[src/source/bootPkg.sv]
package bootPkg;

    localparam int wordWidth = 16;
    localparam int addrWidth = 10;
    localparam int memDepth  = 1 << addrWidth; // Words per RAM

    // Bit positions inside the 4-bit software reset vector
    localparam int vecFull = 3;
    localparam int vecInst = 2;
    localparam int vecIo   = 1;
    localparam int vecData = 0;

    typedef enum logic [1:0] {idle, flashInst, flashData, submitReset} resetState;

    // Decoded reset request, listed from highest to lowest priority
    typedef enum logic [1:0] {kindFull, kindInst, kindIo, kindData} resetKind;

    localparam logic [wordWidth-1:0] instBase   = 16'h1000;
    localparam logic [wordWidth-1:0] instStride = 16'd3;

    function automatic logic [wordWidth-1:0] instImage(input logic [addrWidth-1:0] a);
        logic [wordWidth-1:0] ext;
        ext = wordWidth'(a);
        return ext * instStride + instBase; // Wraps modulo 2^16
    endfunction

    function automatic logic [wordWidth-1:0] dataImage(input logic [addrWidth-1:0] a);
        return ~wordWidth'(a);
    endfunction

endpackage

[src/source/bootRom.sv]
`timescale 1ns/1ns

// Boot image source for both RAMs
// region low gives instruction words, region high gives data words
module bootRom (
    input  logic                          region,
    input  logic [bootPkg::addrWidth-1:0] addr,
    output logic [bootPkg::wordWidth-1:0] data
);
    import bootPkg::*;

    logic [wordWidth-1:0] instWord;
    logic [wordWidth-1:0] dataWord;

    always_comb begin
        instWord = instImage(addr);
        dataWord = dataImage(addr);
    end

    assign data = region ? dataWord : instWord;

endmodule

[config.mk]
export PLATFORM = sky130hd
export DESIGN_NAME = bootRom
export DESIGN_NICKNAME = d
export VERILOG_FILES = /design/src/source/bootPkg.sv /design/src/source/bootRom.sv
export SDC_FILE = /design/constraint.sdc
export NUM_CORES = 1
export LEC_CHECK = 0
export ABC_AREA = 1
export BUFFER_PORTS_ARGS = -buffer_cell sky130_fd_sc_hd__buf_4
export CAP_MARGIN = 15
export CORE_UTILIZATION = 45
export DETAILED_ROUTE_END_ITERATION = 16
export PLACE_DENSITY_LB_ADDON = 0.15
export REMOVE_ABC_BUFFERS = 1
export SLEW_MARGIN = 10
export SYNTH_ARGS = -nofsm -noshare
export SYNTH_HDL_FRONTEND = slang
export SYNTH_SLANG_ARGS = --single-unit
[constraint.sdc]
create_clock -name vclk -period 10
set_input_delay 3 -clock vclk [all_inputs]
set_output_delay 3 -clock vclk [all_outputs]
set_load 0.01 [all_outputs]
Yosys cells after proc, flatten, opt, wreduce, memory -nomap -nowiden --
Cells that the tools add are included.
Operators by class: bitwise operators 1, $add $sub $neg 1, multipliers 1, multiplexer cells 1
Operator list (number):
- two-way mux 16 bit | 1
- NOT 10 -> 16 bit | 1
- adder 12 x 13 -> 14 bit (second input constant) | 1
- multiplier 10 x 2 -> 12 bit (second input constant) | 1
Word-level totals: bits of input ports 11, flip-flop bits (word level) 0, logic and storage cells 4, output and inout port bits 16

Logic depth before layout (Yosys ltp) --
Gate-level depths: netlist of run 1.
word-level depth 3, depth in mapped cells 12, depth with buffers taken out 12

Worst setup path before layout of run 1 --
OpenSTA, ideal clock, no wires.
path kind in2out, from in addr[1] in the netlist's numbering, to out data[10] in the netlist's numbering, data arrival time 4.377 ns, stages on the path 11, setup slack 2.623 ns, data required time 7.000 ns, buffers on the path 0, cells stage by stage ha_1 > ha_1 > inv_1 > fa_1 > inv_1 > nand2_1 > a21oi_2 > nand2_1 > nand2_1 > nand2_1 > nand3_1
On the way: longest elaborated chain between the ends 3
RTL lines:
- start: declaration | line bootRom.sv:7 | input logic [bootPkg::addrWidth-1:0] addr,
- multiplier 10 x 2 -> 12 bit | line bootPkg.sv:24 | return ext * instStride + instBase;
- adder 12 x 13 -> 14 bit | line bootPkg.sv:24
- two-way mux 16 bit | line bootRom.sv:20 | assign data = region ? dataWord : instWord;
- end: declaration | line bootRom.sv:8 | output logic [bootPkg::wordWidth-1:0] data
Every way passes these cells.

Worst setup path after layout of run 1 --
Same ends and word-level chain as after synthesis.

==> flow_summary.toml, run 1 <==
[setup_path]
critPathArrivalTime_ns = 4.68
startpoint = "addr[1]"
start_kind = "input pin"
crit_required_ns = 7.00
crit_path_end_kind = "output pin"
critPathCapture = "data[10]"
path_class = "in2out"
crit_path_max_fanout = 3

[synthesis]
yosys.cell_count.top_type = "nand2_1"
synth_top_area_cell = "ha_1"
synth_area_um2 = 703
synth_common_cells = "nand2_1 (30), ha_1 (19), inv_1 (15), nand3_1 (9), nor2_1 (8)"
ys_seq_area_frac = 0
synth_top_family_by_area = "adder cells"
yosys-mux-area-fraction = 0.0142
synth_top_cell_area_share = 0.338
synth_xor_area_frac = 0.0125
synth_compound_area_frac = 0.0979
syn_avg_cell_area_um2 = 6.33
synth-simple-area-share = 0.359
synth.distinct_cells = 23
synthCells = 111
netlist_top_cells_area = "ha_1 (34%), nand2_1 (16%), inv_1 (8.0%)"
synth-adder-area-share = 0.367
yosys_warnings = 0

[placed_design]
routabilityCongestion = 0.821
place_area_um2 = 876
place_ws_ns = 2.30
hpwlAfterDp_um = 1260
io_buffers = 26

[global_route]
track_usage = 0.167
grt_pass1_vias = 655
grt_antenna_before_repair = 0
grt_max_degree = 18
overflow = 0
grt_pass1_wl_um = 2480

[power_and_ir_drop]
sequentialPowerShare = 0
pwr-share-clk = 0
cellPowerDensity_mw_per_mm2 = 64.7
switching_share = 0.534
combPwrFrac = 1.000
p_leak_nw = 0.528
p_int_mw = 0.0264
vdd_drop_max_mv = 0.0369
power.switching_mw = 0.0302
fin_total_pwr_mw = 0.0566

[die]
core_area_mm2 = 0.00138
start_util = 0.509
ios = 27
fp.dieArea_mm2 = 0.00172
rows = 13
die_x_um = 41.5
die_h_um = 41.5

[clock_network]
cts_setup_buffers = 0
cts-hold-fix-buffers = 0
cts_resized = 0

[sta]
tns_ns = 0
fin_crit_ns = 7.68
final-hold-violation-count = 0
setup_viol = 0
setup_slack_ns = 2.32
fin_crit_sh = 0.768
max_freq_mhz = 130
rsz0062_at_grt = "false"
timing.final.max_slew_violations = 0

[worst_hold_path]
hold_class = "in2out"
min_path_cells = 2

[cells_and_area]
nets = 165
drive_gt1_frac = 0.273
fin_util = 0.633
area_delta_synth_final_pct = 24.6
final-seq-area_um2 = 0
nClkBuffers = 0
n_antenna_cell = 0
seq_cells = 0
stdcell_area_um2 = 876

[routing]
vias = 721
ant_nets = 0
totalWireLength_um = 1420
post_drt_wl_per_cell_um = 9.65
dr_wl_met3_um = 46
dr_wl_met2_um = 728
drt_iter0_markers = 10
m1WireLength_um = 643
drcViolationCount = 0
highest_layer = "met3"
firstDrtPassIters = 4
drt-vias-per-instance = 4.90

[outcome]
status = "complete, no violations"

[run]
drv_cap = 0
==> final cells by class <==
type	count	area, µm²
fillers	131	507
repair buffers	26	195
inverters	16	60.1
multi-input cells	90	602
well taps	15	18.8
==> metrics by stage <==
stage | instances | hold WS [ns]
2_1_floorplan | 106 | 6.00
3_3_place_gp | 147 | 6.26
3_5_place_dp | 147 | 6.26
4_1_cts | 147 | 6.26
5_1_grt | 147 | 6.28
6_report | 147 | 6.26
==> critical path: stages <==
cell and delay (ns):
buf_4 0.12, ha_1 0.27, ha_1 0.15, inv_1 0.05, fa_1 0.36, inv_1 0.08
nand2_1 0.09, a21oi_2 0.17, nand2_1 0.09, nand3_1 0.08, nand3_1 0.07, buf_4 0.15
==> metal layers <==
layer / vias up / GRT usage
li1: 399 / -
met1: 307 / 0.211
met2: 15 / 0.328
met3: 0 / 0.00435
met4: 0 / 0
met5: - / 0
==> cells in the final DEF (no fill, tap or decap) <==
master	n
a21oi_1	3
a21oi_2	2
buf_4	26
conb_1	1
fa_1	1
ha_1	19
inv_1	15
inv_2	1
mux2i_1	1
nand2_1	30
nand2_2	2
nand3_1	9
nand3_2	1
nand3b_1	2
nor2_1	8
nor2_2	1
o21ai_1	2
o21bai_1	1
o22ai_1	3
or2_2	2
or2_4	1
xor2_1	1
==> worst min-delay path by stage <==
| stage | slack (ns) | to | startpoint |
|---|---|---|---|
| after floorplan | 6.00 | data[13] | region |
| after global routing | 6.28 | data[13] | region |
| after detailed placement | 6.26 | data[15] | region |
| final | 6.26 | data[13] | region |
| after CTS | 6.26 | data[15] | region |
| after global placement | 6.26 | data[14] | region |
==> kinds of logic (layout without fill, tap and decap cells) <==
group,count (synthesis),after routing
AND/OR/NAND/NOR,56,56
AO/OA/AOI/OAI,11,11
other,1,1
XOR/XNOR,1,1
buffers and inverters,21,42
adder cells (fa/ha/maj),20,20
multiplexers,1,1
==> power groups by stage <==
stage | combinational [mW] | clock [mW] | sequential, mW
after CTS | 0.0574 | 0 | 0
after detailed placement | 0.0572 | 0 | 0
after global routing | 0.0643 | 0 | 0
after global placement | 0.0559 | 0 | 0
after floorplan | 0.0357 | 0 | 0
final | 0.0566 | 0 | 0
Note: power is estimated with default switching activity, not from simulation.
==> run 2, diff against run 1 <==
- clock period: 10 -> 6.7 ns (I/O delays scaled with it)
==> flow_summary.toml, run 2 (same netlist as run 1, synthesis figures left out) <==
[power_and_ir_drop]
fin_total_pwr_mw = 0.0852
cellPowerDensity_mw_per_mm2 = 97.3
p_leak_nw = 0.528
vdd_drop_max_mv = 0.0544

[clock_network]
cts-hold-fix-buffers = 0
cts_resized = 0
cts_setup_buffers = 0

[setup_path]
start_kind = "input pin"
cpMaxStageDelayCell = "fa_1"
critPathArrivalTime_ns = 3.72
critical-path-top-delay-family = "adder cells"
path_class = "in2out"
slowest_delay_ns = 0.36
crit_required_ns = 4.69
cp_cell_sequence = "buf_4, ha_1, ha_1, inv_1, fa_1, inv_1, nand2_1, a21oi_2, nand2_1, nand3_1, nand3_1, buf_4"
critPathBufInv = 4
crit_path_max_fanout = 3
crit_path_end_kind = "output pin"

[routing]
dr_wl_met2_um = 719
drt_iter0_markers = 15
firstDrtPassIters = 4
vias = 715
drcViolationCount = 0
drt-vias-per-instance = 4.86
m1WireLength_um = 704
ant_nets = 0
totalWireLength_um = 1460
dr_wl_met3_um = 31
post_drt_wl_per_cell_um = 9.90
highest_layer = "met3"

[sta]
tns_ns = 0
setup_slack_ns = 0.965
fin_crit_sh = 0.856
rsz0062_at_grt = "false"
timing.final.max_slew_violations = 0
holdWs_ns = 4.28
max_freq_mhz = 174
final-hold-violation-count = 0
fin_crit_ns = 5.73
setup_viol = 0

[cells_and_area]
layout_common_cells = "nand2_1 (30), buf_4 (26), ha_1 (19), inv_1 (15), nand3_1 (9)"
final_common_cell = "nand2_1"
stdcell_area_um2 = 876
n_antenna_cell = 0
seq_cells = 0
area_delta_synth_final_pct = 24.6
drive_gt1_frac = 0.273
final-seq-area_um2 = 0
nClkBuffers = 0
nets = 165

[die]
start_util = 0.509
die_x_um = 41.5
fp.dieArea_mm2 = 0.00172
die_h_um = 41.5
ios = 27
rows = 13
core_area_mm2 = 0.00138

[worst_hold_path]
hold_class = "in2out"

[outcome]
status = "complete, no violations"

[placed_design]
io_buffers = 26
routabilityCongestion = 0.821
place_area_um2 = 876
hpwlAfterDp_um = 1260
place_ws_ns = 0.974

[global_route]
overflow = 0
grt_max_degree = 18
grt_pass1_vias = 621
grt_antenna_before_repair = 0
track_usage = 0.165
grt_pass1_wl_um = 2450

[run]
drv_cap = 0
[run 2: cell counts in the layout (fill, tap and decap cells not counted)]
No cell type changed its count.
[run 2: path summary, 6_finish.rpt]
| path | from | end | slack (ns) | depth (start not counted) |
|---|---|---|---|---|
| max | addr[1] | data[10] | 0.97 | 12 |
| min | region | data[15] | 4.28 | 2 |
[run 2: area by class of cell]
class	count	area (µm²)
repair buffers	26	195
well taps	15	18.8
fillers	135	507
multi-input cells	90	602
inverters	16	60.1
[run 2: power by group]
| part | total [mW] | internal [mW] | switching [mW] | leakage, nW |
|---|---|---|---|---|
| Sequential | 0 | 0 | 0 | 0 |
| Combinational | 0.0852 | 0.0395 | 0.0457 | 0.528 |
| Clock | 0 | 0 | 0 | 0 |
| Total | 0.0852 | 0.0395 | 0.0457 | 0.528 |
[run 2: metal layers]
metal  track usage  vias to the layer above
li1              -                      402
met1         0.219                      301
met2         0.316                       12
met3             0                        0
met4             0                        0
met5             0                        -
[run 2: through the flow]
step,util,cells
2_1_floorplan,-,106
3_3_place_gp,0.633,147
3_5_place_dp,0.633,147
4_1_cts,0.633,147
5_1_grt,0.633,147
6_report,0.633,147
==> run 3, diff against run 2 <==
- CORE_UTILIZATION: 45 -> 40
- SKIP_LAST_GASP: default -> 1
==> flow_summary.toml, run 3 (same netlist as run 1, synthesis figures left out) <==
[routing]
post_drt_wl_per_cell_um = 9.79
drt_iter0_markers = 8
drcViolationCount = 1
ant_nets = 0
vias = 733
drt-vias-per-instance = 4.95
firstDrtPassIters = 10
totalWireLength_um = 1450

[die]
ios = 27
die_x_um = 43.9
core_area_mm2 = 0.00158
fp.dieArea_mm2 = 0.00193
die_h_um = 43.9
rows = 14
start_util = 0.446

[clock_network]
cts_resized = 0
cts_setup_buffers = 0
cts-hold-fix-buffers = 0

[power_and_ir_drop]
vdd_drop_max_mv = 0.0460
p_leak_nw = 0.528
cellPowerDensity_mw_per_mm2 = 96.7

[setup_path]
path_class = "in2out"
crit_path_max_fanout = 3
start_kind = "input pin"
crit_required_ns = 4.69
critical-path-top-delay-family = "adder cells"
cp_cell_sequence = "buf_4, ha_1, ha_1, inv_1, fa_1, inv_1, nand2_1, a21oi_2, nand2_1, nand3_1, nand3_1, buf_4"
slowest_delay_ns = 0.37
critPathArrivalTime_ns = 3.72
cpMaxStageDelayCell = "fa_1"
critPathBufInv = 4
crit_path_end_kind = "output pin"

[cells_and_area]
nets = 165
nClkBuffers = 0
final_common_cell = "nand2_1"
seq_cells = 0
stdcell_area_um2 = 877
fillers = 179
layout_common_cells = "nand2_1 (30), buf_4 (26), ha_1 (19), inv_1 (15), nand3_1 (9)"
drive_gt1_frac = 0.273
area_delta_synth_final_pct = 24.7
multiInputGateArea_um2 = 602
final-seq-area_um2 = 0
n_antenna_cell = 0

[sta]
fin_crit_ns = 5.73
final-hold-violation-count = 0
setup_viol = 0
fin_crit_sh = 0.855
rsz0062_at_grt = "false"
timing.final.max_slew_violations = 0
max_freq_mhz = 175
tns_ns = 0

[placed_design]
routabilityCongestion = 0.814
place_area_um2 = 877
io_buffers = 26
hpwlAfterDp_um = 1290

[outcome]
status = "complete, but fails checks"
violations = "design-rule violations"

[run]
drv_cap = 0

[worst_hold_path]
hold_class = "in2out"

[global_route]
track_usage = 0.160
overflow = 0
grt_pass1_vias = 651
grt_max_degree = 18
grt_pass1_wl_um = 2480
grt_antenna_before_repair = 0
[run 3: cell counts in the layout (fill, tap and decap cells not counted)]
Identical to the previous run, type by type.
[run 3: final timing paths]
check / start / slack [ns] / cells past startpoint / end
max: addr[1] / 0.97 / 12 / data[10]
min: region / 4.27 / 2 / data[13]
[run 3: final cells by class]
| cell class | instances | area share |
|---|---|---|
| Inverter | 16 | 0.0685 |
| Multi-Input combinational cell | 90 | 0.686 |
| Tap cell | 16 | 0.0228 |
| Timing Repair Buffer | 26 | 0.223 |
[run 3: power breakdown]
part	internal [mW]	switching (mW)	leakage, nW
logic	0.0395	0.0453	0.528
clock network	0	0	0
registers	0	0	0
[run 3: per-layer routing]
metal | vias to the layer above | part of all wire | GRT usage
met4 | 0 | 0 | 0
li1 | 401 | - | -
met3 | 0 | 0.028 | 0
met2 | 13 | 0.52 | 0.325
met5 | - | 0 | 0
met1 | 319 | 0.45 | 0.196
[run 3: through the flow]
step	util	power, mW	hold slack (ns)	setup WS, ns	instances
5_1_grt	0.556	0.0968	4.28	0.854	148
4_1_cts	0.556	0.0862	4.28	0.956	148
3_5_place_dp	0.556	0.0858	4.28	0.959	148
6_report	0.556	0.0848	4.27	0.971	148
3_3_place_gp	0.556	0.0838	4.28	1.02	148
2_1_floorplan	-	0.0533	4.02	1.30	106
