[src/source/bootPkg.sv]
package bootPkg;

    localparam int wordWidth = 16;
    localparam int addrWidth = 10;
    localparam int memDepth  = 1 << addrWidth; // Words per RAM

    // Bit positions inside the 4-bit software reset vector
    localparam int vecFull = 3;
    localparam int vecInst = 2;
    localparam int vecIo   = 1;
    localparam int vecData = 0;

    typedef enum logic [1:0] {idle, flashInst, flashData, submitReset} resetState;

    // Decoded reset request, listed from highest to lowest priority
    typedef enum logic [1:0] {kindFull, kindInst, kindIo, kindData} resetKind;

    localparam logic [wordWidth-1:0] instBase   = 16'h1000;
    localparam logic [wordWidth-1:0] instStride = 16'd3;

    function automatic logic [wordWidth-1:0] instImage(input logic [addrWidth-1:0] a);
        logic [wordWidth-1:0] ext;
        ext = wordWidth'(a);
        return ext * instStride + instBase; // Wraps modulo 2^16
    endfunction

    function automatic logic [wordWidth-1:0] dataImage(input logic [addrWidth-1:0] a);
        return ~wordWidth'(a);
    endfunction

endpackage

[src/source/memoryFlasher.sv]
`timescale 1ns/1ns

module memoryFlasher #(
    parameter int memMapStart = 384,
    parameter int memMapEnd   = 511
) (
    input  logic                          clk,
    input  logic                          rstN,
    input  logic                          flashInit,
    input  logic                          localResetBlock,
    input  logic                          instFlashReq,
    input  logic                          dataFlashReq,
    output logic                          flashBusy,
    output logic                          flashDone,
    output logic                          flashWe,
    output logic                          flashSel,
    output logic [bootPkg::addrWidth-1:0] flashAddr,
    output logic [bootPkg::wordWidth-1:0] flashWData,
    output logic                          romRegion,
    output logic [bootPkg::addrWidth-1:0] romAddr,
    input  logic [bootPkg::wordWidth-1:0] romData,
    output logic                          systemEnable
);
    import bootPkg::*;

    // First address after the I/O window, one bit wider so 1024 can mean done
    localparam logic [addrWidth:0] skipTarget = (addrWidth + 1)'(memMapEnd + 1);

    logic                 busy;
    logic                 phase;      // 0 instruction RAM, 1 data RAM
    logic                 bothPhases; // Power-up copy runs both images
    logic                 done;
    logic                 poweredUp;
    logic [addrWidth-1:0] addr;
    logic                 powerStart;
    logic                 skipNow;
    logic [addrWidth:0]   nextAddr;
    logic                 lastStep;

    assign powerStart = flashInit && !localResetBlock;

    // At the window start the data copy jumps past the window without writing
    assign skipNow  = phase && (addr == addrWidth'(memMapStart));
    assign nextAddr = skipNow ? skipTarget : {1'b0, addr} + 1'b1;
    assign lastStep = nextAddr[addrWidth];

    always_ff @(posedge clk) begin
        if (!rstN) begin
            busy       <= 1'b0;
            phase      <= 1'b0;
            bothPhases <= 1'b0;
            done       <= 1'b0;
            poweredUp  <= 1'b0;
            addr       <= '0;
        end else begin
            done <= 1'b0;
            if (powerStart) begin
                busy       <= 1'b1;
                phase      <= 1'b0;
                bothPhases <= 1'b1;
                addr       <= '0;
            end else if (instFlashReq) begin
                busy       <= 1'b1;
                phase      <= 1'b0;
                bothPhases <= 1'b0;
                addr       <= '0;
            end else if (dataFlashReq) begin
                busy       <= 1'b1;
                phase      <= 1'b1;
                bothPhases <= 1'b0;
                addr       <= '0;
            end else if (busy) begin
                addr <= nextAddr[addrWidth-1:0];
                if (lastStep) begin
                    if (bothPhases && !phase) begin
                        phase <= 1'b1; // Data copy follows with no gap
                    end else begin
                        busy <= 1'b0;
                        done <= 1'b1;
                    end
                end
            end
            if (done && bothPhases) begin
                poweredUp <= 1'b1; // Sticky until rstN
            end
        end
    end

    assign flashBusy    = busy;
    assign flashDone    = done;
    assign flashWe      = busy && !skipNow;
    assign flashSel     = phase;
    assign flashAddr    = addr;
    assign flashWData   = romData;
    assign romRegion    = phase;
    assign romAddr      = addr;
    assign systemEnable = poweredUp;

endmodule

[config.mk]
export PLATFORM = sky130hd
export DESIGN_NAME = memoryFlasher
export DESIGN_NICKNAME = d
export VERILOG_FILES = /design/src/source/bootPkg.sv /design/src/source/memoryFlasher.sv
export SDC_FILE = /design/constraint.sdc
export NUM_CORES = 1
export LEC_CHECK = 0
export BUFFER_PORTS_ARGS = -buffer_cell sky130_fd_sc_hd__buf_2
export CAP_MARGIN = 20
export CORE_UTILIZATION = 30
export CTS_CLUSTER_DIAMETER = 100
export DETAILED_ROUTE_END_ITERATION = 7
export PLACE_DENSITY = 0.62
export SKIP_CTS_REPAIR_TIMING = 1
export SLEW_MARGIN = 20
export SYNTH_ARGS = -nofsm -noshare
export SYNTH_HDL_FRONTEND = slang
export SYNTH_SLANG_ARGS = --single-unit
export TNS_END_PERCENT = 30
[constraint.sdc]
create_clock -name clk -period 2.8 [get_ports clk]
set_input_delay 0.28 -clock clk [delete_from_list [all_inputs] [get_ports clk]]
set_output_delay 0.28 -clock clk [all_outputs]
set_load 0.02 [all_outputs]
After elaboration in Yosys (flattened, before gate mapping)
Cells that the tools add are included.
{"block": "totals", "out_inout_bits": 42, "regBits": 15, "in_bits": 22}
{"block": "op_classes", "addsub": 1, "n_bitwise": 3, "mux": 15, "n_reduce_logical": 16, "eq_ne": 1}
{"cell": "two-way mux 1 bit", "count": 14}
{"cell": "adder 10 x 1 -> 11 bit, second input constant", "count": 1}
{"cell": "two-way mux 11 bit", "count": 1}
{"cell": "== test 10 x 9 -> 1 bit, second input constant", "count": 1}
{"cell": "nonzero test 2 bit", "count": 3}
{"cell": "OR reduction 6 bit", "count": 1}
{"cell": "logical AND 1 bit", "count": 5}
{"cell": "OR reduction 4 bit", "count": 1}
{"cell": "zero test 1 bit", "count": 3}
{"cell": "NOT 1 bit", "count": 3}
{"cell": "AND reduction 3 bit", "count": 1}
{"cell": "nonzero test 3 bit", "count": 1}
{"cell": "OR reduction 3 bit", "count": 1}

Longest topological paths before layout
Gate-level depths: netlist of the first run.
{"block": "depth", "ltp_word": 8, "depth_mapped": 6, "depth_no_buf": 6}

Worst setup path before layout of the first run
No wires, ideal clock.
{"block": "synth_timing", "kind": "reg2out", "start": "register addr[0] (netlist: flashAddr[0])", "end": "output flashWe", "stages_incl_launch_ff": 6, "setup_slack_ns": 1.067, "arrival_time_ns": 1.453, "path_buffers": 0, "required_ns": 2.520, "cell_sequence": "dfxtp_1 inv_1 ha_1 and4bb_2 nand3_1 and2_1"}
{"block": "synth_between", "elab_chain_cells": 4}
{"item": "start: declaration", "line": "memoryFlasher.sv:34", "source": "logic [addrWidth-1:0] addr;"}
{"item": "start signal: assignment", "line": "memoryFlasher.sv:73", "source": "addr <= nextAddr[addrWidth-1:0];"}
{"item": "== test 10 x 9 -> 1 bit", "line": "memoryFlasher.sv:43", "source": "assign skipNow = phase && (addr == addrWidth'(memMapStart));"}
{"item": "logical AND 1 bit", "line": "memoryFlasher.sv:43"}
{"item": "zero test 1 bit", "line": "memoryFlasher.sv:91", "source": "assign flashWe = busy && !skipNow;"}
{"item": "logical AND 1 bit", "line": "memoryFlasher.sv:91"}
{"item": "end: declaration", "line": "memoryFlasher.sv:15", "source": "output logic flashWe,"}
No other way between the ends.

Final worst setup path of the first run
Same ends and word-level chain as after synthesis.

==> results.py, run 1 <==
metrics = {
    "final_layout": {
        "seqCellArea_um2": 300,
        "fin_nets": 147,
        "area_growth_pct": 0.522,
        "fillers": 353,
        "antennaDiodeCount": 0,
        "layout_commonest_cell": "buf_2",
        "layout_common_cells": "buf_2 (31), dfxtp_1 (15), nand3_1 (10)",
        "multiInputGateArea_um2": 415,
        "drive_above_1_share_pct": 32.0,
    },
    "worst_setup_path": {
        "cp.arrival_ps": 1810,
        "crit_required_ps": 2520,
        "path_class": "reg -> out",
        "cp-startpoint": "flashAddr[0]$_SDFFE_PP0P_",
        "timing.rr.start": "flashAddr[1]$_SDFFE_PP0P_",
        "regToRegEndpoint": "flashAddr[8]$_SDFFE_PP0P_",
        "reg2reg_slack_ps": 1140,
        "start_kind": "flop",
        "worst-r2r-cell-count": 5,
        "critPathMaxFanout": 8,
        "worstSetupEndpointType": "output pin",
        "setup.worst_path.end": "flashWe",
    },
    "power": {
        "p_seq_share_pct": 59.0,
        "p_int_mw": 0.283,
        "powerDensity_nw_per_um2": 392,
        "power_leakage_nw": 0.401,
        "clockPowerShare_pct": 34.3,
        "irDropWorstVdd_uv": 99.8,
        "switching_share_pct": 25.2,
        "switchingPower_mw": 0.0952,
        "combPwrFrac_pct": 6.7,
    },
    "synthesis": {
        "synth.net_count": 141,
        "ys_types": 32,
        "syn_inst": 117,
        "ys_ff_latch": 15,
        "ys_warn_count": 0,
        "syn_area_per_cell_um2": 8.19,
        "ys.flop_type": "dfxtp_1",
        "synth_edf_count": 0,
        "netlist_area_um2": 958,
        "synthArstFlopShare_pct": 0,
        "ys_seq_area_share_pct": 31.3,
    },
    "sta": {
        "whs_ps": 158,
        "setup_tns_ps": 0,
        "fin_crit_ps": 2090,
        "slew_violations": 0,
        "setup_viol": 0,
        "rsz0062_at_grt": "no",
        "clock_skew_ps": 3.67,
        "finalCritPeriodShare_pct": 74.5,
        "max_slew_margin_pct": 61.0,
        "final_hold_viol_count": 0,
        "max_freq_mhz": 480,
        "tightest_slew_ps": 584,
    },
    "die": {
        "core_area_um2": 3050,
        "fp.dieW_um": 58.5,
        "die_area_um2": 3420,
        "row_count": 20,
        "ios": 64,
        "start_util_pct": 31.4,
        "die_y_um": 58.5,
    },
    "clocking": {
        "cts-htree-levels": 1,
        "numCtsBuffers": 3,
        "cts_sinks": 15,
        "clockBufferDepth": 2,
        "clk_pin_slew_ps": 100,
        "cts_tree": "done",
        "clock_tree.root_cell": "clkbuf_4",
        "clkLatencyLatePin_ps": 290,
    },
    "flow_run": {
        "cap_violations": 0,
    },
    "route": {
        "via_per_inst": 4.78,
        "drcViolationCount": 0,
        "wl_per_cell_um": 11.4,
        "detail-route-antenna-nets": 0,
        "drtIter0Drc": 16,
        "drt_wl_total_um": 1890,
        "drtPass1Iterations": 4,
        "vias": 794,
    },
    "global_routing": {
        "grt_overflow": 0,
        "antenna_found_initial": 0,
        "grt_pass1_wl_um": 2950,
        "grtUsageTotal_pct": 11.4,
        "grt_max_degree": 21,
        "grt_pass1_vias": 637,
    },
    "place": {
        "gp_congestion": 0.831,
        "hpwl_um": 1370,
        "portBuffers": 31,
    },
    "worst_hold_path": {
        "hp-class": "in -> reg",
    },
    "status": {
        "status": "finished, final reports clean",
    },
}
==> sequential cells by signal, indices dropped and copies added, names as in the netlist <==
signal / cells
flashDone: 1
flashSel: 1
systemEnable: 1
flashAddr: 10
bothPhases: 1
flashBusy: 1
==> worst max-delay path: stages, from the launching register on <==
cell      delay (ps)
dfxtp_1          460
inv_1             90
ha_1             190
and4bb_2         220
nand3_1          230
and2_1           160
buf_2            160
==> cells in the mapped netlist (3+ instances only) <==
| cell | n | area (um^2) |
|---|---|---|
| nand2b_1 | 4 | 25.0 |
| nand2_1 | 8 | 30.0 |
| inv_1 | 3 | 11.3 |
| nand3_1 | 10 | 50.1 |
| dfxtp_1 | 15 | 300 |
| nor2_1 | 8 | 30.0 |
| a21oi_1 | 7 | 35.0 |
| nand4_1 | 4 | 25.0 |
| buf_4 | 27 | 203 |
| xor2_1 | 3 | 26.3 |
==> through the flow <==
step	cell area, um^2	power [mW]	utilization (%)	std cells	setup slack (ps)
global placement	937	0.253	30.7	162	1120
floorplan	958	0.280	-	117	1070
global route	963	0.393	31.6	166	601
CTS	963	0.380	31.6	166	730
finish	963	0.378	31.6	166	715
detailed placement	937	0.253	30.7	162	1060
==> kinds of logic after synthesis <==
family	Yosys count	synth area share, %
flip-flops	15	31.3
XOR/XNOR	3	2.74
buffers and inverters	33	25.3
AO/OA/AOI/OAI	16	10.4
adder cells (fa/ha/maj)	2	2.61
AND/OR/NAND/NOR	48	27.5
==> area by class of cell <==
class | instances | share of cell area [%]
Inverter | 3 | 1.17
Timing Repair Buffer | 31 | 16.1
Tap cell | 44 | 5.71
Clock buffer | 4 | 2.73
Multi-Input combinational cell | 69 | 43.1
Sequential cell | 15 | 31.2
==> worst min-delay path by stage <==
stage | to | from | cells past startpoint
4_1_cts | flashSel$_SDFFE_PP0P_ | instFlashReq | 2
5_1_grt | flashSel$_SDFFE_PP0P_ | instFlashReq | 2
2_1_floorplan | flashSel$_SDFFE_PP0P_ | instFlashReq | 1
3_3_place_gp | flashSel$_SDFFE_PP0P_ | instFlashReq | 2
6_report | flashSel$_SDFFE_PP0P_ | instFlashReq | 2
3_5_place_dp | flashSel$_SDFFE_PP0P_ | instFlashReq | 2
==> routing by layer <==
metal	global-route usage, %	wire length [um]	up-vias
met3	2.42	113	15
met2	16.4	836	25
li1	-	-	388
met4	9.86	82	0
met1	14.5	855	366
met5	0	0	-
==> power by group through the flow <==
| stage | combinational (mW) | sequential, mW | clock [mW] |
|---|---|---|---|
| after floorplan | 0.0546 | 0.226 | 0 |
| after CTS | 0.0256 | 0.223 | 0.131 |
| final | 0.0255 | 0.223 | 0.129 |
| after global placement | 0.0253 | 0.227 | 0 |
| after detailed placement | 0.0257 | 0.228 | 0 |
| after global routing | 0.0279 | 0.224 | 0.141 |
Note: power is estimated with default switching activity, not from simulation.
==> run 2: changes to the inputs <==
==> constraint.sdc (replaced) <==
create_clock -name clk -period 2.1 [get_ports clk]
set_input_delay 0.21 -clock clk [delete_from_list [all_inputs] [get_ports clk]]
set_output_delay 0.21 -clock clk [all_outputs]
set_load 0.02 [all_outputs]
==> run 2 against run 1 <==
  * Non-clock buffer count increased by 1
  * Wire length is 2.3% higher
  * First-iteration DRC count increased by 6.3%
  * Critical path type unchanged
  * Critical endpoint unchanged
  * Highest routed layer unchanged
==> results.py, run 2 (synthesized netlist as in run 1, its figures left out) <==
metrics = {
    "status": {
        "status": "finished, final reports clean",
    },
    "worst_setup_path": {
        "cp.arrival_ps": 1770,
        "crit_required_ps": 1890,
        "worstSetupEndpointType": "output pin",
        "start_kind": "flop",
        "worstPathCellList": "inv_1 > ha_1 > and4bb_2 > nand3_1 > and2_1 > buf_2",
        "critPathMaxFanout": 8,
        "worst-r2r-cell-count": 5,
        "critical-path-slowest-cell": "dfxtp_1",
        "path_class": "reg -> out",
        "slowest_delay_ps": 460,
    },
    "sta": {
        "final_hold_viol_count": 0,
        "max_slew_margin_pct": 69.3,
        "clock_skew_ps": 11.9,
        "max_freq_mhz": 506,
        "finalCritPeriodShare_pct": 94.2,
        "fin_crit_ps": 1980,
        "setup_tns_ps": 0,
        "tightest_slew_ps": 461,
        "slew_violations": 0,
        "rsz0062_at_grt": "no",
        "setup_viol": 0,
    },
    "final_layout": {
        "antennaDiodeCount": 0,
        "area_growth_pct": 1.44,
        "layout_commonest_cell": "buf_2",
        "largest_register_ffs": 10,
        "fillers": 337,
        "layout_common_cells": "buf_2 (31), dfxtp_1 (14), nand3_1 (10)",
        "drive_above_1_share_pct": 33.3,
        "fin_nets": 148,
    },
    "worst_hold_path": {
        "hp-class": "in -> reg",
        "holdPathStages": 2,
    },
    "clocking": {
        "cts_tree": "done",
        "clk_pin_slew_ps": 100,
        "clock_tree.root_cell": "clkbuf_4",
        "numCtsBuffers": 3,
        "clockBufferDepth": 2,
        "clkLatencyLatePin_ps": 290,
        "cts-htree-levels": 1,
        "cts_sinks": 15,
    },
    "global_routing": {
        "grt_overflow": 0,
        "grtUsageTotal_pct": 12.0,
        "grt_pass1_wl_um": 3080,
        "grt_max_degree": 17,
        "grt_pass1_vias": 663,
        "antenna_found_initial": 0,
    },
    "route": {
        "vias": 793,
        "drtPass1Iterations": 4,
        "drtIter0Drc": 17,
        "drcViolationCount": 0,
        "wl_met2_um": 901,
        "wl_per_cell_um": 11.6,
        "drt_wl_total_um": 1930,
        "detail-route-antenna-nets": 0,
        "wl_met1_um": 848,
        "via_per_inst": 4.75,
        "highest_layer": "met4",
        "wl_met3_um": 115,
    },
    "power": {
        "clockPowerShare_pct": 34.0,
        "power_leakage_nw": 0.407,
        "p_int_mw": 0.378,
        "switching_share_pct": 25.1,
        "switchingPower_mw": 0.127,
        "combPwrFrac_pct": 7.4,
        "p_seq_share_pct": 58.6,
        "powerDensity_nw_per_um2": 520,
        "report.power.total_mw": 0.505,
        "irDropWorstVdd_uv": 125,
    },
    "die": {
        "die_area_um2": 3420,
        "core_area_um2": 3050,
        "fp.dieW_um": 58.5,
        "die_y_um": 58.5,
        "start_util_pct": 31.4,
        "ios": 64,
        "row_count": 20,
    },
    "place": {
        "portBuffers": 31,
        "gp_congestion": 0.828,
        "hpwl_um": 1410,
    },
    "flow_run": {
        "cap_violations": 0,
    },
}
[run 2: cell types whose count changed in the layout (fill, tap and decap cells not counted)]
cell     previous run  this run
buf_4               0         1
dfxtp_2             0         1
dfxtp_1            15        14
[run 2: worst paths after layout]
path	startpoint	to	slack (ps)
max	flashAddr[1]$_SDFFE_PP0P_	flashWe	120
min	instFlashReq	flashSel$_SDFFE_PP0P_	90
max reg2reg	flashAddr[1]$_SDFFE_PP0P_	flashAddr[8]$_SDFFE_PP0P_	450
min reg2reg	bothPhases$_SDFFE_PN0P_	bothPhases$_SDFFE_PN0P_	510
[run 2: cell type report]
| class | count | area [um^2] | area share [%] |
|---|---|---|---|
| multi-input cells | 69 | 415 | 42.7 |
| flip-flops and latches | 15 | 302 | 31.0 |
| repair buffers | 32 | 163 | 16.7 |
| well taps | 44 | 55.1 | 5.66 |
| clock buffers | 4 | 26.3 | 2.70 |
| inverters | 3 | 11.3 | 1.16 |
[run 2: through the flow]
step                      setup WS [ps]  hold WS (ps)  instances  utilization, %  cell area, um^2
after floorplan                     437           283        117               -              958
after global placement              475           385        163            30.9              945
after detailed placement            400           389        163            30.9              945
after CTS                          70.4          76.7        167            31.8              971
after global routing               31.2          82.8        167            31.8              972
final                               122          91.1        167            31.8              972
[run 2: power by group through the flow]
| stage | Sequential, mW | Clock, mW | Combinational, mW |
|---|---|---|---|
| after floorplan | 0.301 | 0 | 0.0727 |
| after global routing | 0.297 | 0.186 | 0.0411 |
| after detailed placement | 0.302 | 0 | 0.0372 |
| final | 0.296 | 0.172 | 0.0374 |
| after global placement | 0.302 | 0 | 0.0369 |
| after CTS | 0.296 | 0.177 | 0.0373 |
[run 2: worst max-delay path, delay by kind of cell (launching register included)]
family / cells / cell delay [ps]
simple gates: 3 / 610
flops: 1 / 460
buf+inv: 2 / 220
fa+ha+maj: 1 / 170
[run 2: per-layer routing]
layer | GRT usage, % | up-vias
met5 | 0 | -
met4 | 9.86 | 0
met3 | 2.86 | 10
met2 | 19.7 | 26
met1 | 13.1 | 370
li1 | - | 387
