## config.mk

```make
export PLATFORM = sky130hd
export DESIGN_NAME = resetController
export DESIGN_NICKNAME = d
export VERILOG_FILES = /design/src/source/bootPkg.sv /design/src/source/resetController.sv
export SDC_FILE = /design/constraint.sdc
export NUM_CORES = 1
export LEC_CHECK = 0
export BUFFER_PORTS_ARGS = -buffer_cell sky130_fd_sc_hd__buf_2
export CORE_MARGIN = 10
export CORE_UTILIZATION = 30
export DETAILED_ROUTE_END_ITERATION = 8
export PLACE_DENSITY = 0.52
export SLEW_MARGIN = 20
export SYNTH_ARGS = -nofsm -noshare
export SYNTH_HDL_FRONTEND = slang
export SYNTH_SLANG_ARGS = --single-unit
```

## constraint.sdc

```tcl
create_clock -name clk -period 1.6 [get_ports clk]
set_clock_uncertainty 0.05 [all_clocks]
set_input_delay 0.08 -clock clk [delete_from_list [all_inputs] [get_ports clk]]
set_output_delay 0.08 -clock clk [all_outputs]
set_load 0.005 [all_outputs]
```

## src/source/bootPkg.sv

```systemverilog
package bootPkg;

    localparam int wordWidth = 16;
    localparam int addrWidth = 10;
    localparam int memDepth  = 1 << addrWidth; // Words per RAM

    // Bit positions inside the 4-bit software reset vector
    localparam int vecFull = 3;
    localparam int vecInst = 2;
    localparam int vecIo   = 1;
    localparam int vecData = 0;

    typedef enum logic [1:0] {idle, flashInst, flashData, submitReset} resetState;

    // Decoded reset request, listed from highest to lowest priority
    typedef enum logic [1:0] {kindFull, kindInst, kindIo, kindData} resetKind;

    localparam logic [wordWidth-1:0] instBase   = 16'h1000;
    localparam logic [wordWidth-1:0] instStride = 16'd3;

    function automatic logic [wordWidth-1:0] instImage(input logic [addrWidth-1:0] a);
        logic [wordWidth-1:0] ext;
        ext = wordWidth'(a);
        return ext * instStride + instBase; // Wraps modulo 2^16
    endfunction

    function automatic logic [wordWidth-1:0] dataImage(input logic [addrWidth-1:0] a);
        return ~wordWidth'(a);
    endfunction

endpackage

```

## src/source/resetController.sv

```systemverilog
`timescale 1ns/1ns

module resetController (
    input  logic       clk,
    input  logic       rstN,
    input  logic       softwareReset,
    input  logic [3:0] resetVector,
    input  logic       flashDone,
    output logic       instFlashReq,
    output logic       dataFlashReq,
    output logic       resetResponse,
    output logic       resetTrigger,
    output logic       cpuLockout,
    output logic       localResetBlock
);
    import bootPkg::*;

    resetState state;
    resetKind  kind;     // Kind being served
    resetKind  newKind;
    logic      kindValid;
    logic      ioStep;   // Second lockout cycle of an IO reset

    // Priority decode: Full > Inst > IO > Data
    always_comb begin
        kindValid = 1'b1;
        newKind   = kindFull;
        if (resetVector[vecFull]) begin
            newKind = kindFull;
        end else if (resetVector[vecInst]) begin
            newKind = kindInst;
        end else if (resetVector[vecIo]) begin
            newKind = kindIo;
        end else if (resetVector[vecData]) begin
            newKind = kindData;
        end else begin
            kindValid = 1'b0; // Empty vector, nothing to do
        end
    end

    always_ff @(posedge clk) begin
        if (!rstN) begin
            state           <= idle;
            kind            <= kindFull;
            ioStep          <= 1'b0;
            instFlashReq    <= 1'b0;
            dataFlashReq    <= 1'b0;
            resetResponse   <= 1'b0;
            resetTrigger    <= 1'b0;
            cpuLockout      <= 1'b0;
            localResetBlock <= 1'b0;
        end else begin
            instFlashReq  <= 1'b0; // Strobes last one cycle
            dataFlashReq  <= 1'b0;
            resetResponse <= 1'b0;
            resetTrigger  <= 1'b0;
            case (state)
                idle: begin
                    // Strobes arriving outside idle are dropped
                    if (softwareReset && kindValid) begin
                        kind   <= newKind;
                        ioStep <= 1'b0;
                        case (newKind)
                            kindFull: begin
                                resetTrigger <= 1'b1;
                                state        <= submitReset;
                            end
                            kindIo: begin
                                resetTrigger    <= 1'b1;
                                cpuLockout      <= 1'b1;
                                localResetBlock <= 1'b1;
                                state           <= submitReset;
                            end
                            kindInst: begin
                                instFlashReq    <= 1'b1;
                                localResetBlock <= 1'b1; // Held over the whole reflash
                                state           <= flashInst;
                            end
                            default: begin
                                dataFlashReq <= 1'b1;
                                state        <= flashData;
                            end
                        endcase
                    end
                end
                flashInst: begin
                    if (flashDone) begin
                        localResetBlock <= 1'b0; // No reply for this kind
                        state           <= idle;
                    end
                end
                flashData: begin
                    if (flashDone) begin
                        resetResponse <= 1'b1;
                        state         <= idle;
                    end
                end
                submitReset: begin
                    if (kind == kindIo && !ioStep) begin
                        ioStep <= 1'b1; // Keep lockout one more cycle
                    end else begin
                        cpuLockout      <= 1'b0;
                        localResetBlock <= 1'b0;
                        resetResponse   <= 1'b1;
                        state           <= idle;
                    end
                end
                default: state <= idle;
            endcase
        end
    end

endmodule

```

Yosys cells after proc, flatten, opt, wreduce, memory -nomap -nowiden
Index checks and enable logic that the tools add are counted.

Divide/modulo/power cells: 0. $add $sub $neg: 0. Equal/unequal tests: 13. Bitwise gates (word level): 0. Mux-type cells: 30. Multipliers: 0. $lt $le $gt $ge: 0. Shift-type cells: 0. Reduce and logical (&&, ||, !) cells: 17.

Operator list (number): $mux 1 (17); $mux 2 (7); $ne 2x2->1 const B (5); $reduce_and 3->1 (3); $eq 2x2->1 const B (4); $pmux 1 s2 (3); $pmux 2 s3 (1); $reduce_or 2->1 (3); $reduce_and 5->1 (1); $eq 2x1->1 const B (2); $logic_not 2->1 (2); $ne 2x1->1 const B (2); $pmux 2 s2 (1); $reduce_and 4->1 (1); $pmux 1 s3 (1); $reduce_bool 3->1 (1); $reduce_or 3->1 (1); $logic_and 1x1->1 (2); $reduce_and 2->1 (1); $reduce_bool 2->1 (1); $logic_not 1->1 (1).

Memories kept: 0. Output and inout bits: 6. Bits in latches: 0. Bits of input ports: 8. Bits in writable memories: 0. Flip-flop bits (word level): 11. Word-level logic and storage cells: 69. ROM bits: 0.

Depth between registers and ports, before layout
Gate-level depths: netlist of run 1.

Depth after elaboration: 9. Gate-level depth with buffers: 8. Depth with buffers taken out: 8.

Worst setup path before layout of run 1
No wires, ideal clock.

Kind: input -> register. Start point: input resetVector[1]. End point: register localResetBlock. Arrival: 1459 ps. Library setup time: 117 ps. Stages: 8. Path buffers: 0. Path slack: -26 ps. Required time: 1433 ps. Cell sequence: nand2b_1 > a21oi_1 > inv_1 > ha_1 > nand2b_1 > a221oi_1 > and3_1 > o21ai_1.

Cells in the longest elaborated chain, start to end: 7. Elaborated cells on any way between the ends: 13. Those cells by class: eq/ne: 4; mux: 6; reduce/logical: 3.

Ends and longest elaborated chain: start, declared (line resetController.sv:7) `input logic [3:0] resetVector,`; $mux 2 * (line resetController.sv:32) `end else if (resetVector[vecIo]) begin`; $mux 2 * (line resetController.sv:30) `end else if (resetVector[vecInst]) begin`; $mux 2 * (line resetController.sv:28) `if (resetVector[vecFull]) begin`; via newKind[0] (line resetController.sv:20) `resetKind newKind;`; $eq 2x1->1 or $eq 2x2->1 (tied branches) (line resetController.sv:63) `case (newKind)`; $reduce_or 2->1 (no line) *; $ne 2x2->1 (no line) *; $reduce_and 5->1 (no line) *; end signal, assigned (line resetController.sv:71) `localResetBlock <= 1'b1;`; end signal, assigned (line resetController.sv:76) `localResetBlock <= 1'b1;`; end signal, assigned (line resetController.sv:88) `localResetBlock <= 1'b0;`; end, declared (line resetController.sv:14) `output logic localResetBlock`.

Mark *: on every way through the listed nets, which the timed path passes. The rest lies on a longest branch. A chain may end at the register's enable or synchronous reset.

Worst setup path in the final report of run 1
Start point: register state[0]. End point: register state[0].

Cells in the longest elaborated chain, start to end: 4. Elaborated cells on any way between the ends: 10. Those cells by class: eq/ne: 6; mux: 1; reduce/logical: 3.

Ends and longest elaborated chain: start, declared (line resetController.sv:18) `resetState state;`; start signal, assigned (line resetController.sv:43) `state <= idle;`; start signal, assigned (line resetController.sv:66) `state <= submitReset;`; start signal, assigned (line resetController.sv:72) `state <= submitReset;`; $eq 2x2->1 or $eq 2x1->1 (tied branches) (line resetController.sv:57) `case (state)`; $reduce_or 2->1 (no line); $ne 2x1->1 (no line); $reduce_and 3->1 (no line).

Parallel ways exist; a longest one is shown, timed or not.

==> results.json, run 1 <==
{
  "hold_ws_ns": 0.04604,
  "ys_warn_count": 0,
  "grt_pass1_wl_um": 2484,
  "fin_crit_ns": 1.421,
  "ys_ff_latch": 11,
  "yosysSeqAreaShare_pct": 34.37,
  "syn_inst": 72,
  "synth_cell_type_count": 26,
  "drive_above_1_share_pct": 28.57,
  "maxSlewViolCount": 0,
  "crit_arrival_ns": 1.53,
  "die-height_um": 66.21,
  "grt_overflow": 0,
  "tritoncts": "built",
  "die_w_um": 66.21,
  "critical_path_class": "reg2reg",
  "routedWlPerCell_um": 12.67,
  "via_per_inst": 4.763,
  "slew_headroom_pct": 81.45,
  "drtIter0Drc": 11,
  "crit_required_ns": 1.71,
  "syn2layout_area_growth_pct": 22.66,
  "pwr-share-seq_pct": 44.2,
  "routabilityCongestion": 0.7272,
  "route.detailed.drc": 0,
  "start_util_pct": 32.00,
  "busiest_layer": "met2",
  "fin_crit_sh_pct": 88.80,
  "end_kind": "register",
  "crit_path_start_kind": "register",
  "power_density_mw_per_mm2": 915.7,
  "fillers": 222,
  "maxCapViolations": 0,
  "p_comb_share_pct": 28.5,
  "worstMarginPinSlew_ns": 0.2753,
  "status": "finished, final reports clean",
  "antenna_found_initial": 0,
  "hold_viol_final": 0,
  "switching_share_pct": 31.43,
  "r2r_cells": 6,
  "vias": 562,
  "core_region_area_mm2": 0.002002,
  "ff2ff_setup_slack_ns": 0.18,
  "io_pins": 14,
  "dp_hpwl_um": 1230,
  "max_freq_mhz": 703.8,
  "use_met1_pct": 9.100,
  "rsz0062_at_grt": "false",
  "power_switching_w": 0.0002261,
  "netlist_area_um2": 640.6,
  "postRouteAntennaNets": 0,
  "num-nets-final": 108,
  "die_area_mm2": 0.004384,
  "grt_util_met2_pct": 9.809,
  "setup_viol": 0,
  "drtPass1Iterations": 4,
  "grt_pass1_vias": 550,
  "timing.rr.end": "state[0]$_SDFFE_PN0P_",
  "clk_pin_slew_ns": 0.07,
  "p_leak_nw": 0.3647,
  "critical_path.endpoint": "state[0]$_SDFFE_PN0P_",
  "cts_setup_buffers": 0,
  "hold_class": "in2reg",
  "ff_latch_area_um2": 220.2,
  "cts_sinks": 11,
  "htree_levels": 1,
  "crit_fanout": 4,
  "critPathLaunch": "state[0]$_SDFFE_PN0P_",
  "multi_input_area_um2": 376.6,
  "antenna_cells": 0,
  "track_usage_pct": 7.305,
  "clk_latency_ns": 0.27,
  "cts_resized": 0,
  "syn_avg_cell_area_um2": 8.897,
  "cts_root_buf": "clkbuf_4",
  "use_met3_pct": 2.373,
  "synth_nets": 88,
  "port_buffers": 13,
  "clock_path_buffers": 2,
  "p_clk_share_pct": 27.3,
  "r2r-start": "state[0]$_SDFFE_PN0P_",
  "intPower_w": 0.0004934,
  "numCtsBuffers": 3,
  "hold_buffers": 0,
  "final_core_util_pct": 39.25,
  "grt_max_degree": 12,
  "drt-total-wl_um": 1495,
  "vdd_drop_max_v": 0.0003003,
  "rows": 16
}
## layout by cell type, fill, tap and decap left out, drive strengths merged
cell type,instances
nand2,5
o32ai,2
and3,4
nor2,5
a221oi,1
nand4,2
nand2b,3
nor3,2
o211ai,2
nand3,3
or4,1
mux2i,2
clkbuf,4
o21ai,3
dfxtp,11
buf,17
nand4bb,1
o221a,1
a21oi,4
ha,8
inv,9
nand3b,1
## cells in the mapped netlist
cell type,instances,area [um2]
ha_1,8,100.1
nor3_1,2,10.01
nand4bb_1,1,11.26
mux2i_1,2,20.02
nand2b_1,3,18.77
nand4_1,2,12.51
o221a_1,1,11.26
nand3b_1,1,7.510
and3_4,1,11.26
a21oi_1,4,20.02
dfxtp_1,11,220.2
a221oi_1,1,8.760
nand2_1,5,18.77
o32ai_1,2,17.52
o21ai_1,1,5.000
o211ai_2,1,12.51
nand3_1,3,15.01
buf_6,1,11.26
nor2_1,5,18.77
o211ai_1,1,7.510
or4_4,1,11.26
inv_2,1,3.750
o21ai_0,2,10.01
inv_1,8,30.03
dlygate4sd1_1,1,8.760
and3_1,3,18.77
## cells by family after synthesis
group / share of synthesized area (%)
buf+inv: 8.398
compound gates: 14.45
simple gates: 24.02
mux: 3.125
fa+ha+maj: 15.63
flops: 34.37
## power groups by stage
stage	Clock, W	Sequential [W]	Combinational, W
2_1_floorplan	0	0.000325	0.000134
3_3_place_gp	0	0.000325	0.000197
3_5_place_dp	0	0.000325	0.000198
4_1_cts	0.000205	0.000319	0.000199
5_1_grt	0.000215	0.000323	0.000230
6_report	0.000196	0.000318	0.000205
## flip-flops by register name, indices dropped and copies added, names as in the netlist
signal and cells:
ioStep 1, kind 2, dataFlashReq 1, localResetBlock 1, cpuLockout 1, instFlashReq 1, resetResponse 1, state 2
resetTrigger 1
## worst max-delay path, stage by stage, from the launching register on
cell     delay, ns
dfxtp_1       0.38
inv_1         0.10
ha_1          0.29
inv_1         0.09
o21ai_0       0.08
a21oi_1       0.21
o32ai_1       0.10
## stage by stage
stage	setup slack, ns	TNS, ns	std cells	power [W]	cell area, um2
floorplan	0.05362	0	72	0.0004583	644.4
global placement	-0.04555	-0.04555	114	0.0005217	753.2
detailed placement	-0.06864	-0.06864	114	0.0005237	753.2
CTS	0.1407	0	118	0.0007228	779.5
global route	0.03322	0	118	0.0007683	785.8
finish	0.1792	0	118	0.0007195	785.8
## layer usage
metal | routed length (um) | vias up
li1 | - | 293
met1 | 741 | 251
met2 | 647 | 16
met3 | 93 | 2
met4 | 12 | 0
met5 | 0 | -
## layout make-up
| type | count | area share, % |
|---|---|---|
| tap | 27 | 4.299 |
| sequential | 11 | 28.03 |
| clock buffer | 4 | 3.344 |
| timing repair buffer | 17 | 12.10 |
| multi-input combinational | 50 | 47.93 |
| inverter | 9 | 4.299 |
## worst min path at each step
stage / from / end / slack, ns / depth (start not counted)
after detailed placement: flashDone / resetResponse$_SDFF_PN0_ / 0.34 / 3
after CTS: flashDone / resetResponse$_SDFF_PN0_ / 0.04 / 3
final: flashDone / resetResponse$_SDFF_PN0_ / 0.05 / 3
after global placement: flashDone / resetResponse$_SDFF_PN0_ / 0.33 / 3
after floorplan: flashDone / resetResponse$_SDFF_PN0_ / 0.18 / 2
after global routing: flashDone / resetResponse$_SDFF_PN0_ / 0.06 / 3
(Power assumes the default switching activity.)
==> run 2, diff against run 1 <==
- PLACE_DENSITY: 0.52 -> 0.5
- clock period: 1.6 -> 1.4 ns (I/O delays scaled with it)
==> results.json, run 2 (same netlist as run 1, synthesis figures left out) <==
{
  "p_leak_nw": 0.4133,
  "grt_max_degree": 12,
  "grt_pass1_vias": 564,
  "max_freq_mhz": 742.3,
  "crit_fanout": 4,
  "reg_top3": "kind (2), state (2)",
  "routedWlPerCell_um": 12.12,
  "port_buffers": 13,
  "hold_viol_final": 0,
  "numCtsBuffers": 3,
  "grt_pass1_wl_um": 2532,
  "postRouteAntennaNets": 0,
  "die_area_mm2": 0.004384,
  "clock_path_buffers": 2,
  "antenna_cells": 0,
  "power_density_mw_per_mm2": 973.3,
  "crit_required_ns": 1.50,
  "maxCapViolations": 0,
  "switching_share_pct": 30.85,
  "intPower_w": 0.0006139,
  "slew_headroom_pct": 81.70,
  "crit_arrival_ns": 1.45,
  "hold_class": "in2reg",
  "vias": 577,
  "io_pins": 14,
  "drt-total-wl_um": 1503,
  "tritoncts": "built",
  "rows": 16,
  "track_usage_pct": 7.366,
  "drive_above_1_share_pct": 45.36,
  "layout_commonest_cell": "buf_2",
  "grt_overflow": 0,
  "route.detailed.drc": 0,
  "setup_viol": 0,
  "p_clk_share_pct": 24.1,
  "fillers": 210,
  "num-nets-final": 114,
  "pwr-share-seq_pct": 41.5,
  "crit_path_max_incr_delay_ns": 0.37,
  "core_region_area_mm2": 0.002002,
  "drtPass1Iterations": 4,
  "final_cell_mix": "buf_2, buf_4, dfxtp_1, inv_1",
  "critical_path_class": "reg2reg",
  "cts_root_buf": "clkbuf_4",
  "final_core_util_pct": 45.56,
  "p_comb_share_pct": 34.5,
  "crit_path_start_kind": "register",
  "fin_crit_ns": 1.347,
  "htree_levels": 1,
  "start_util_pct": 32.00,
  "maxSlewViolCount": 0,
  "cts_sinks": 11,
  "status": "finished, final reports clean",
  "antenna_found_initial": 0,
  "place_area_um2": 817.0,
  "critPathBufInv": 0,
  "path_cells": "ha_1, nand4bb_1, o21ai_0, a21oi_2, o32ai_2",
  "worstMarginPinSlew_ns": 0.2717,
  "setup_ws_ns": 0.05282,
  "ff_latch_area_um2": 225.2,
  "end_kind": "register",
  "syn2layout_area_growth_pct": 42.38,
  "multi_input_area_um2": 450.4,
  "vdd_drop_max_v": 0.0005439,
  "die_w_um": 66.21,
  "via_per_inst": 4.653,
  "power_switching_w": 0.0002738,
  "dp_slack_ns": -0.1665,
  "cp_top_family": "compound AO/OA/AOI/OAI gates",
  "fin_crit_sh_pct": 96.23,
  "die-height_um": 66.21,
  "dp_hpwl_um": 1218,
  "crit_slowest_cell": "dfxtp_4",
  "routabilityCongestion": 0.7368,
  "clk_latency_ns": 0.27,
  "postLayoutCellArea_um2": 912.1,
  "clk_pin_slew_ns": 0.07,
  "drtIter0Drc": 11
}
## run 2: cell count changes in the layout (fill, tap and decap cells not counted), moves of 2 or more
cell / previous run / this run
ha_4: 0 / 2
nand2b_1: 3 / 1
o32ai_2: 0 / 2
nand2b_4: 0 / 2
buf_4: 4 / 10
ha_1: 8 / 5
dfxtp_1: 11 / 9
o32ai_1: 2 / 0
## run 2: area by class of cell
class | count | share of cell area [%]
inverters | 9 | 3.978
flip-flops and latches | 11 | 24.69
well taps | 27 | 3.704
multi-input cells | 50 | 49.38
repair buffers | 23 | 15.36
clock buffers | 4 | 2.881
## run 2: worst min-delay path, delay by kind of cell
kind / cells / cell delay, ns
and+or+nand+nor: 1 / 0.08
AOI/OAI and AO/OA: 1 / 0.06
buffers and inverters: 1 / 0.12
## run 2: power groups by stage
| stage | Sequential [W] | Combinational (W) | Clock, W |
|---|---|---|---|
| 3_5_place_dp | 0.000371 | 0.000268 | 0 |
| 6_report | 0.000368 | 0.000306 | 0.000214 |
| 4_1_cts | 0.000365 | 0.000271 | 0.000224 |
| 5_1_grt | 0.000373 | 0.000344 | 0.000237 |
| 3_3_place_gp | 0.000369 | 0.000269 | 0 |
| 2_1_floorplan | 0.000371 | 0.000168 | 0 |
## run 2: worst paths after layout
path | start | endpoint | slack, ns | cells past startpoint
worst max register to register | state[0]$_SDFFE_PN0P_ | state[1]$_SDFFE_PN0P_ | 0.05 | 5
worst min register to register | localResetBlock$_SDFFE_PN0P_ | localResetBlock$_SDFFE_PN0P_ | 0.41 | 2
worst min-delay path | flashDone | resetResponse$_SDFF_PN0_ | 0.08 | 3
worst max-delay path | state[0]$_SDFFE_PN0P_ | state[1]$_SDFFE_PN0P_ | 0.05 | 5
## run 2: layer usage
metal / wire (um) / vias to the layer above / track usage (%)
li1: - / 302 / -
met4: 12 / 0 / 4.450
met3: 110 / 2 / 3.898
met1: 718 / 260 / 8.318
met2: 662 / 13 / 10.65
met5: 0 / - / 0
## run 2: metrics by stage
step	instances	total power, W	TNS (ns)	hold slack [ns]
6_report	124	0.0008877	0	0.07886
5_1_grt	124	0.0009544	-0.003017	0.09707
4_1_cts	122	0.0008593	0	0.07615
3_5_place_dp	118	0.0006387	-0.1665	0.3591
3_3_place_gp	118	0.0006382	-0.1611	0.3662
2_1_floorplan	72	0.0005389	-0.01674	0.1672
## run 2: repair_timing
item / CTS / global route
gates resized for setup: 2 / 11
hold buffers: 0 / 0
cloned: 0 / 0
hold endpoints to repair: 0 / 0
pin swaps: 0 / 4
endpoints found under the setup margin: 3 / 3
setup buffers: 0 / 2
